$ cat src/design/posit_format_pkg.sv
package posit_format_pkg;

    localparam int N = 16;
    localparam int ES = 1;
    localparam int TE_SIZE = 7;                    // Holds +-28 plus a carry.
    localparam int MANT_SIZE = 14;                 // Hidden bit and fraction.
    localparam int MAX_TE_DIFF = 16;
    localparam int MANT_ADD_RESULT_SIZE = MANT_SIZE + MAX_TE_DIFF + 1;
    localparam int MANT_SUB_RESULT_SIZE = MANT_SIZE + MAX_TE_DIFF;
    localparam int MAXPOS_TE = 28;
    localparam int MINPOS_TE = -28;

    typedef logic [N-1:0] posit_t;
    typedef logic signed [TE_SIZE-1:0] te_t;       // Regime times 2 plus exponent.
    typedef logic [MANT_SIZE-1:0] mant_t;          // MSB is the hidden bit.
    typedef logic [MANT_ADD_RESULT_SIZE-1:0] mant_sum_t;

    // Not a Real is the sign bit alone.
    localparam posit_t NAR = {1'b1, {(N-1){1'b0}}};

endpackage

$ cat src/design/posit_stream_pkg.sv
package posit_stream_pkg;

    typedef enum logic {
        OP_ADD,
        OP_SUB
    } add_op_t;

    typedef struct packed {
        posit_format_pkg::posit_t a;
        posit_format_pkg::posit_t b;
        add_op_t op;
    } add_req_t;

    typedef struct packed {
        logic sign;                                // Sign of the larger operand.
        logic opposite_sign;
        posit_format_pkg::te_t te1;                // te1 is never below te2.
        posit_format_pkg::te_t te2;
        posit_format_pkg::mant_t mant1;
        posit_format_pkg::mant_t mant2;
        logic res_zero;
        logic res_nar;
        logic pass_b;
        posit_format_pkg::posit_t pass_value;
    } unpacked_pair_t;

    typedef struct packed {
        posit_format_pkg::posit_t result;
    } add_res_t;

endpackage

$ cat src/design/posit_decode.sv
module posit_decode (
    input  posit_format_pkg::posit_t p,
    output logic                     sign,
    output posit_format_pkg::te_t    te,
    output posit_format_pkg::mant_t  mant,
    output logic                     is_zero,
    output logic                     is_nar
);

    import posit_format_pkg::*;

    function automatic logic [4:0] lead_zeros(input logic [N-2:0] v);
        logic [4:0] cnt;
        logic hit;
        cnt = '0;
        hit = 1'b0;
        for (int i = N - 2; i >= 0; i--) begin
            if (v[i]) begin
                hit = 1'b1;
            end else if (!hit) begin
                cnt = cnt + 5'd1;
            end
        end
        return cnt;
    endfunction

    posit_t abs_p;
    logic [N-2:0] body;
    logic [N-2:0] rest;
    logic r0;
    logic [4:0] run_len;
    logic [ES-1:0] exp_bits;
    te_t regime;

    assign sign = p[N-1];
    assign is_zero = (p == '0);
    assign is_nar = (p == NAR);

    assign abs_p = sign ? -p : p;
    assign body = abs_p[N-2:0];
    assign r0 = body[N-2];                         // Value of the regime run.
    assign run_len = r0 ? lead_zeros(~body) : lead_zeros(body);
    assign rest = body << (run_len + 5'd1);        // Drop run and terminator.

    assign exp_bits = rest[N-2 -: ES];
    assign regime = r0 ? te_t'(run_len) - te_t'(1) : -te_t'(run_len);
    assign te = (regime <<< ES) + te_t'(exp_bits);
    assign mant = {1'b1, rest[N-2-ES -: MANT_SIZE-1]};

endmodule

$ cat src/design/core_add.sv
module core_add (
    input  posit_format_pkg::mant_sum_t mant,
    input  posit_format_pkg::te_t       te_diff,
    output posit_format_pkg::mant_sum_t new_mant,
    output posit_format_pkg::te_t       new_te_diff,
    output logic                        frac_lsb_cut_off
);

    import posit_format_pkg::*;

    logic carry;

    assign carry = mant[MANT_ADD_RESULT_SIZE-1];   // Sum reached 2.0 or more.
    assign new_mant = carry ? mant >> 1 : mant;
    assign new_te_diff = carry ? te_diff + te_t'(1) : te_diff;
    assign frac_lsb_cut_off = carry & mant[0];

endmodule

$ cat src/design/core_sub.sv
module core_sub (
    input  logic [posit_format_pkg::MANT_SUB_RESULT_SIZE-1:0] mant,
    input  posit_format_pkg::te_t                            te_diff,
    output posit_format_pkg::mant_sum_t                      new_mant,
    output posit_format_pkg::te_t                            new_te_diff
);

    import posit_format_pkg::*;

    function automatic logic [4:0] lead_zeros(input logic [MANT_SUB_RESULT_SIZE-1:0] v);
        logic [4:0] cnt;
        logic hit;
        cnt = '0;
        hit = 1'b0;
        for (int i = MANT_SUB_RESULT_SIZE - 1; i >= 0; i--) begin
            if (v[i]) begin
                hit = 1'b1;
            end else if (!hit) begin
                cnt = cnt + 5'd1;
            end
        end
        return cnt;
    endfunction

    logic [4:0] shift;

    assign shift = lead_zeros(mant);
    // Cancellation only removes leading bits, so the shift is exact.
    assign new_mant = mant_sum_t'(mant << shift);
    assign new_te_diff = te_diff - te_t'(shift);

endmodule

$ cat src/design/core_add_sub.sv
module core_add_sub (
    input  posit_format_pkg::te_t      te1_in,
    input  posit_format_pkg::te_t      te2_in,
    input  posit_format_pkg::mant_t    mant1_in,
    input  posit_format_pkg::mant_t    mant2_in,
    input  logic                       have_opposite_sign,
    output posit_format_pkg::mant_sum_t mant_out,
    output posit_format_pkg::te_t      te_out,
    output logic                       frac_lsb_cut_off
);

    import posit_format_pkg::*;

    function automatic mant_sum_t twos_comp(input mant_sum_t v);
        return ~v + mant_sum_t'(1);
    endfunction

    te_t te_diff;
    logic [MANT_SUB_RESULT_SIZE-1:0] mant1_up;
    logic [MANT_SUB_RESULT_SIZE-1:0] mant2_up;
    mant_sum_t mant_sum;
    mant_sum_t add_mant, sub_mant;
    te_t add_te_diff, sub_te_diff;
    logic add_cut;

    assign te_diff = te1_in - te2_in;              // Never negative after ordering.
    assign mant1_up = {mant1_in, {MAX_TE_DIFF{1'b0}}};
    assign mant2_up = (te_diff > te_t'(MAX_TE_DIFF)) ? '0
                    : {mant2_in, {MAX_TE_DIFF{1'b0}}} >> te_diff;

    assign mant_sum = mant_sum_t'(mant1_up) + (have_opposite_sign
                    ? twos_comp(mant_sum_t'(mant2_up)) : mant_sum_t'(mant2_up));

    core_add core_add_inst (
        .mant(mant_sum),
        .te_diff(te_diff),
        .new_mant(add_mant),
        .new_te_diff(add_te_diff),
        .frac_lsb_cut_off(add_cut)
    );

    core_sub core_sub_inst (
        .mant(mant_sum[MANT_SUB_RESULT_SIZE-1:0]),
        .te_diff(te_diff),
        .new_mant(sub_mant),
        .new_te_diff(sub_te_diff)
    );

    assign mant_out = have_opposite_sign ? sub_mant : add_mant;
    assign te_out = te2_in + (have_opposite_sign ? sub_te_diff : add_te_diff);
    assign frac_lsb_cut_off = have_opposite_sign ? 1'b0 : add_cut;

endmodule

$ cat src/design/posit_encode.sv
module posit_encode (
    input  logic                        sign,
    input  posit_format_pkg::te_t       te,
    input  posit_format_pkg::mant_sum_t mant,
    input  logic                        sticky,
    output posit_format_pkg::posit_t    p
);

    import posit_format_pkg::*;

    localparam int BODY_W = N - 1;
    localparam int FRAC_W = MANT_ADD_RESULT_SIZE - 2;
    localparam int EXT_W = BODY_W + 1 + ES + FRAC_W;

    te_t te_c;
    te_t regime;
    logic r0;
    logic [4:0] run_len;
    logic [EXT_W-1:0] ext;
    logic [EXT_W-1:0] ext_sh;
    logic [BODY_W-1:0] body;
    logic [BODY_W-1:0] body_rnd;
    logic guard;
    logic round_bits;
    logic round_up;
    posit_t mag;

    assign te_c = (te > te_t'(MAXPOS_TE)) ? te_t'(MAXPOS_TE)
                : (te < te_t'(MINPOS_TE)) ? te_t'(MINPOS_TE) : te;

    assign regime = te_c >>> ES;
    assign r0 = ~regime[TE_SIZE-1];                // Ones run for a non-negative regime.
    assign run_len = r0 ? 5'(regime + te_t'(1)) : 5'(-regime);

    // Spare copies of the run bit are shifted out above the body.
    assign ext = {{BODY_W{r0}}, ~r0, te_c[ES-1:0], mant[FRAC_W-1:0]};
    assign ext_sh = ext << (5'(BODY_W) - run_len);

    assign body = ext_sh[EXT_W-1 -: BODY_W];
    assign guard = ext_sh[EXT_W-1-BODY_W];
    assign round_bits = (|ext_sh[EXT_W-2-BODY_W:0]) | sticky;
    assign round_up = guard & (round_bits | body[0]);

    // At maxpos the guard is the zero terminator, so no overflow.
    assign body_rnd = body + BODY_W'(round_up);
    assign mag = {1'b0, body_rnd};
    assign p = sign ? -mag : mag;

endmodule

$ cat src/design/posit_unpack_stage.sv
module posit_unpack_stage (
    input  logic                             clk,
    input  logic                             rst_n,
    input  logic                             in_valid,
    output logic                             in_ready,
    input  posit_stream_pkg::add_req_t       req,
    output logic                             pair_valid,
    input  logic                             pair_ready,
    output posit_stream_pkg::unpacked_pair_t pair
);

    import posit_format_pkg::*;
    import posit_stream_pkg::*;

    logic sa, sb, za, zb, na, nb;
    te_t tea, teb;
    mant_t ma, mb;
    logic is_sub;
    logic sb_eff;
    logic a_first;
    logic same_mag;
    logic accept;
    unpacked_pair_t next_pair;

    posit_decode dec_a_inst (
        .p(req.a), .sign(sa), .te(tea), .mant(ma), .is_zero(za), .is_nar(na)
    );

    posit_decode dec_b_inst (
        .p(req.b), .sign(sb), .te(teb), .mant(mb), .is_zero(zb), .is_nar(nb)
    );

    assign is_sub = (req.op == OP_SUB);
    assign sb_eff = sb ^ is_sub;                   // Subtraction flips the sign of b.
    assign a_first = (tea > teb) || ((tea == teb) && (ma >= mb));
    assign same_mag = (tea == teb) && (ma == mb);

    always_comb begin
        next_pair.sign = a_first ? sa : sb_eff;
        next_pair.opposite_sign = sa ^ sb_eff;
        next_pair.te1 = a_first ? tea : teb;
        next_pair.te2 = a_first ? teb : tea;
        next_pair.mant1 = a_first ? ma : mb;
        next_pair.mant2 = a_first ? mb : ma;
        next_pair.res_nar = na | nb;
        next_pair.res_zero = (za & zb) | (~za & ~zb & same_mag & (sa ^ sb_eff));
        next_pair.pass_b = za ^ zb;
        next_pair.pass_value = za ? (is_sub ? -req.b : req.b) : req.a;
    end

    assign in_ready = !pair_valid || pair_ready;
    assign accept = in_valid && in_ready;

    always_ff @(posedge clk or negedge rst_n) begin
        if (!rst_n) begin
            pair_valid <= 1'b0;
        end else if (accept) begin
            pair_valid <= 1'b1;
        end else if (pair_ready) begin
            pair_valid <= 1'b0;
        end
    end

    always_ff @(posedge clk) begin
        if (accept) begin
            pair <= next_pair;
        end
    end

endmodule

$ cat src/design/posit_sum_stage.sv
module posit_sum_stage (
    input  logic                             clk,
    input  logic                             rst_n,
    input  logic                             pair_valid,
    output logic                             pair_ready,
    input  posit_stream_pkg::unpacked_pair_t pair,
    output logic                             out_valid,
    input  logic                             out_ready,
    output posit_stream_pkg::add_res_t       res
);

    import posit_format_pkg::*;

    mant_sum_t mant_sum;
    te_t te_sum;
    logic cut_off;
    posit_t enc_p;
    posit_t result;
    logic accept;

    core_add_sub core_add_sub_inst (
        .te1_in(pair.te1),
        .te2_in(pair.te2),
        .mant1_in(pair.mant1),
        .mant2_in(pair.mant2),
        .have_opposite_sign(pair.opposite_sign),
        .mant_out(mant_sum),
        .te_out(te_sum),
        .frac_lsb_cut_off(cut_off)
    );

    posit_encode posit_encode_inst (
        .sign(pair.sign), .te(te_sum), .mant(mant_sum), .sticky(cut_off), .p(enc_p)
    );

    always_comb begin
        if (pair.res_nar) begin
            result = NAR;
        end else if (pair.res_zero) begin
            result = '0;
        end else if (pair.pass_b) begin
            result = pair.pass_value;              // One operand was zero.
        end else begin
            result = enc_p;
        end
    end

    assign pair_ready = !out_valid || out_ready;
    assign accept = pair_valid && pair_ready;

    always_ff @(posedge clk or negedge rst_n) begin
        if (!rst_n) begin
            out_valid <= 1'b0;
        end else if (accept) begin
            out_valid <= 1'b1;
        end else if (out_ready) begin
            out_valid <= 1'b0;
        end
    end

    always_ff @(posedge clk) begin
        if (accept) begin
            res.result <= result;
        end
    end

endmodule

$ cat src/design/posit_adder_top.sv
module posit_adder_top (
    input  logic                       clk,
    input  logic                       rst_n,
    input  logic                       in_valid,
    output logic                       in_ready,
    input  posit_stream_pkg::add_req_t req,
    output logic                       out_valid,
    input  logic                       out_ready,
    output posit_stream_pkg::add_res_t res
);

    import posit_stream_pkg::*;

    logic pair_valid;
    logic pair_ready;
    unpacked_pair_t pair;

    posit_unpack_stage posit_unpack_stage_inst (
        .clk(clk),
        .rst_n(rst_n),
        .in_valid(in_valid),
        .in_ready(in_ready),
        .req(req),
        .pair_valid(pair_valid),
        .pair_ready(pair_ready),
        .pair(pair)
    );

    posit_sum_stage posit_sum_stage_inst (
        .clk(clk),
        .rst_n(rst_n),
        .pair_valid(pair_valid),
        .pair_ready(pair_ready),
        .pair(pair),
        .out_valid(out_valid),
        .out_ready(out_ready),
        .res(res)
    );

endmodule

$ cat config.mk
export PLATFORM = sky130hd
export DESIGN_NAME = posit_adder_top
export DESIGN_NICKNAME = d
export VERILOG_FILES = /design/src/design/posit_format_pkg.sv /design/src/design/posit_stream_pkg.sv /design/src/design/posit_decode.sv /design/src/design/core_add.sv /design/src/design/core_sub.sv /design/src/design/core_add_sub.sv /design/src/design/posit_encode.sv /design/src/design/posit_unpack_stage.sv /design/src/design/posit_sum_stage.sv /design/src/design/posit_adder_top.sv
export SDC_FILE = /design/constraint.sdc
export NUM_CORES = 1
export LEC_CHECK = 0
export ABC_AREA = 1
export BUFFER_PORTS_ARGS = -buffer_cell sky130_fd_sc_hd__buf_2
export CAP_MARGIN = 20
export CORE_UTILIZATION = 64
export DETAILED_ROUTE_END_ITERATION = 12
export PLACE_DENSITY = 0.81
export SETUP_SLACK_MARGIN = 0.15
export SLEW_MARGIN = 20
export SYNTH_ARGS = -nofsm -noshare
export SYNTH_HDL_FRONTEND = slang
export SYNTH_SLANG_ARGS = --single-unit
$ cat constraint.sdc
create_clock -name clk -period 51.7 [get_ports clk]
set_input_delay 10.34 -clock clk [delete_from_list [all_inputs] [get_ports clk]]
set_output_delay 10.34 -clock clk [all_outputs]
set_load 0.01 [all_outputs]
==> results.py <==
metrics = {
    "cts": {
        "cts-root-buf": "clkbuf_16",
        "cts_buffer_depth": 2,
        "cts_max_level": 3,
        "postCtsSetupBuffers": 0,
        "numCtsBuffers": 9,
        "cts_resized": 0,
        "cts_hold_buf": 0,
        "tritoncts": "done",
        "worstSkewPairLatency_ns": 0.35,
        "cts.clk_slew.worst_paths_ns": 0.07,
        "clock_sink_count": 79,
    },
    "cells_and_area": {
        "final_nets": 3944,
        "drive_gt1_share_pct": 8.63,
        "seq_area_sq_um": 2360,
        "multi_input_area_sq_um": 16400,
        "fillCellCount": 3380,
        "post-route-util_pct": 65.6,
        "area_growth_pct": 1.07,
    },
    "logic_synthesis": {
        "synth-edff-count": 77,
        "syn_inst": 3806,
        "synth_simple_gate_area_share_pct": 46.1,
        "yosysUniqueCellTypes": 78,
        "synthMuxAreaShare_pct": 0.184,
        "synth_compound_area_share_pct": 14.5,
        "ys_seq_area_share_pct": 10.8,
        "netlist_area_sq_um": 21800,
        "synth_top_family_by_area": "simple AND/OR/NAND/NOR gates",
        "synthAdderAreaFrac_pct": 8.41,
        "ys.flop_type": "edfxtp_1",
        "ys_async_sr_fraction_pct": 2.53,
        "synth_seq_cells": 79,
        "syn-mean-instance-area_sq_um": 5.72,
        "synth_xor_area_share_pct": 5.91,
        "synth_nets": 3987,
        "yosysWarningCount": 0,
    },
    "critical_path": {
        "timing.rr.end": "posit_sum_stage_inst.res[6]$_SDFFCE_PP0P_",
        "crit_fanout": 34,
        "cp-startpoint": "posit_unpack_stage_inst.pair[54]$_DFFE_PP_",
        "critical_path_arrival_ns": 29.31,
        "cp-endpoint": "posit_sum_stage_inst.res[6]$_SDFFCE_PP0P_",
        "r2r_slack_ns": 22.50,
        "r2r_cells": 179,
        "worstSetupPathType": "register to register",
        "end_kind": "register",
        "critPathLaunchType": "register",
        "cpMostUsedCell": "nand2_1",
        "slowest_delay_ns": 0.95,
        "cp.required_ns": 51.80,
        "r2r-start": "posit_unpack_stage_inst.pair[54]$_DFFE_PP_",
        "crit_slowest_cell": "ha_1",
    },
    "floorplan": {
        "start_util_pct": 64.9,
        "chipWidth_um": 186,
        "die_area_sq_um": 34800,
        "fp-row-count": 67,
        "die_y_um": 186,
        "core-area_sq_um": 33500,
        "io_pins": 55,
    },
    "timing": {
        "fin_crit_sh_pct": 56.5,
        "fin_ws_ns": 22.50,
        "rsz0062_at_grt": "no",
        "skew_ns": 0.00853,
        "hold_viol": 0,
        "slew_viol_final": 0,
        "fmax_mhz": 34.2,
        "setup_violations": 0,
        "worst_slew_pin_slew_ns": 1.14,
        "timing.final.crit_period_ns": 29.20,
        "slew-limit-headroom_pct": 22.0,
        "hold_ws_ns": 0.482,
        "fin_tns_setup_ns": 0,
    },
    "drt": {
        "firstDrtPassIters": 5,
        "avgRoutedWirePerCell_um": 14.6,
        "ant_nets": 0,
        "viasPerCell": 5.70,
        "drtIter0Drc": 2088,
        "post-route-drc-count": 0,
        "vias": 24000,
        "drt_wl_total_um": 61500,
    },
    "place": {
        "hpwlAfterDp_um": 50200,
        "io_buffers": 54,
        "place_congestion": 0.999,
        "place_ws_ns": 22.90,
    },
    "global_routing": {
        "grt_pass1_wl_um": 102000,
        "first_global_vias": 21600,
        "grt-ovfl-total": 0,
        "grt_antenna_before_repair": 2,
        "track_usage_pct": 34.7,
        "grt_max_degree": 71,
    },
    "hold_path": {
        "holdCritPathClass": "register to register",
        "whs_path_depth": 2,
    },
    "status": {
        "status": "finished clean",
    },
    "flow_run": {
        "drv_cap": 0,
    },
}
[worst max-delay path: cells and delay by family, from the launching register on]
family	cells	cell delay [ns]
simple gates	81	8.69
flops	1	0.37
compound gates	31	4.90
buf+inv	25	2.87
fa+ha+maj	38	11.33
xor+xnor	4	0.75
[per-layer routing]
| layer | part of all wire (%) | global-route usage [%] |
|---|---|---|
| met3 | 5.4 | 3.22 |
| met2 | 47 | 60.8 |
| met1 | 42 | 42.0 |
| met4 | 5.3 | 18.7 |
| met5 | 0.023 | 0 |
[logic make-up (layout without fill, tap and decap cells)]
family          Yosys count  in the layout
simple gates           2203           2203
xor+xnor                144            144
flops                    79             79
compound gates          563            563
fa+ha+maj               144            144
buf+inv                 669            631
other cells               0              1
mux                       4              4
[stage by stage]
stage	area, sq um	cells
final	22000	4217
after global routing	22000	4217
after CTS	22000	4216
after detailed placement	21700	4200
after global placement	21700	4200
after floorplan	21800	3806
[placed cells by master, fill, tap and decap left out, types with 22 or more instances in the layout]
master    synthesis  final
a21oi_1         129    128
buf_2            11     54
edfxtp_1         77     77
ha_1            140    140
inv_1           495    494
inv_2            39     40
nand2_1        1127   1126
nand2_2          54     55
nand3_1         502    502
nand3_2          37     37
nand4_1          62     62
nor2_1          273    273
nor2_4           22     22
nor3_1           34     34
o211ai_1         24     24
o21ai_0         276    276
o21ai_1          36     36
xnor2_1          39     39
xor2_1          103    102
[state kept, by name, summed over array words and instances (netlist names)]
signal	flops
posit_sum_stage_inst.res	16
posit_unpack_stage_inst.pair	61
posit_unpack_stage_inst.pair_valid	1
posit_sum_stage_inst.out_valid	1
[layout make-up]
class / count / share of cell area [%]
Inverter: 548 / 9.40
Clock buffer: 9 / 1.02
Tap cell: 448 / 2.55
Clock inverter: 7 / 0.307
Sequential cell: 79 / 10.7
Multi-Input combinational cell: 3058 / 74.3
Antenna cell: 1 / 0.0114
Timing Repair Buffer: 67 / 1.67
[Yosys cell counts, types with 9 or more instances]
library cell,number,area [sq um]
a21oi_1,129,646
clkbuf_1,38,143
nand3_2,37,370
o21ai_1,36,180
nand2_1,1127,4230
or2_2,21,131
xnor2_1,39,342
o22ai_1,10,62.6
nor3_1,34,170
edfxtp_1,77,2310
a31oi_1,15,93.8
ha_1,140,1750
nand2_2,54,338
o211ai_1,24,180
inv_2,39,146
clkbuf_8,22,303
xor2_1,103,902
buf_2,11,55.1
nand3_1,502,2510
nor2_1,273,1020
inv_1,495,1860
clkinv_1,9,33.8
nand2_4,12,135
nor2_2,21,131
o21ai_0,276,1380
nor2_4,22,248
buf_6,21,236
nand4_1,62,388
buf_4,17,128
[how the worst min path moves through the flow]
| stage | from | endpoint | slack, ns |
|---|---|---|---|
| 2_1_floorplan | posit_unpack_stage_inst.pair_valid$_DFFE_PN0P_ | posit_sum_stage_inst.out_valid$_DFFE_PN0P_ | 0.45 |
| 3_3_place_gp | posit_unpack_stage_inst.pair_valid$_DFFE_PN0P_ | posit_sum_stage_inst.out_valid$_DFFE_PN0P_ | 0.46 |
| 3_5_place_dp | posit_unpack_stage_inst.pair_valid$_DFFE_PN0P_ | posit_sum_stage_inst.out_valid$_DFFE_PN0P_ | 0.47 |
| 4_1_cts | posit_unpack_stage_inst.pair_valid$_DFFE_PN0P_ | posit_sum_stage_inst.out_valid$_DFFE_PN0P_ | 0.48 |
| 5_1_grt | posit_unpack_stage_inst.pair_valid$_DFFE_PN0P_ | posit_sum_stage_inst.out_valid$_DFFE_PN0P_ | 0.51 |
| 6_report | posit_unpack_stage_inst.pair_valid$_DFFE_PN0P_ | posit_sum_stage_inst.out_valid$_DFFE_PN0P_ | 0.48 |
Power is not shown: default switching activity piles up to over one toggle a cycle in this logic, so the estimate is an artifact.
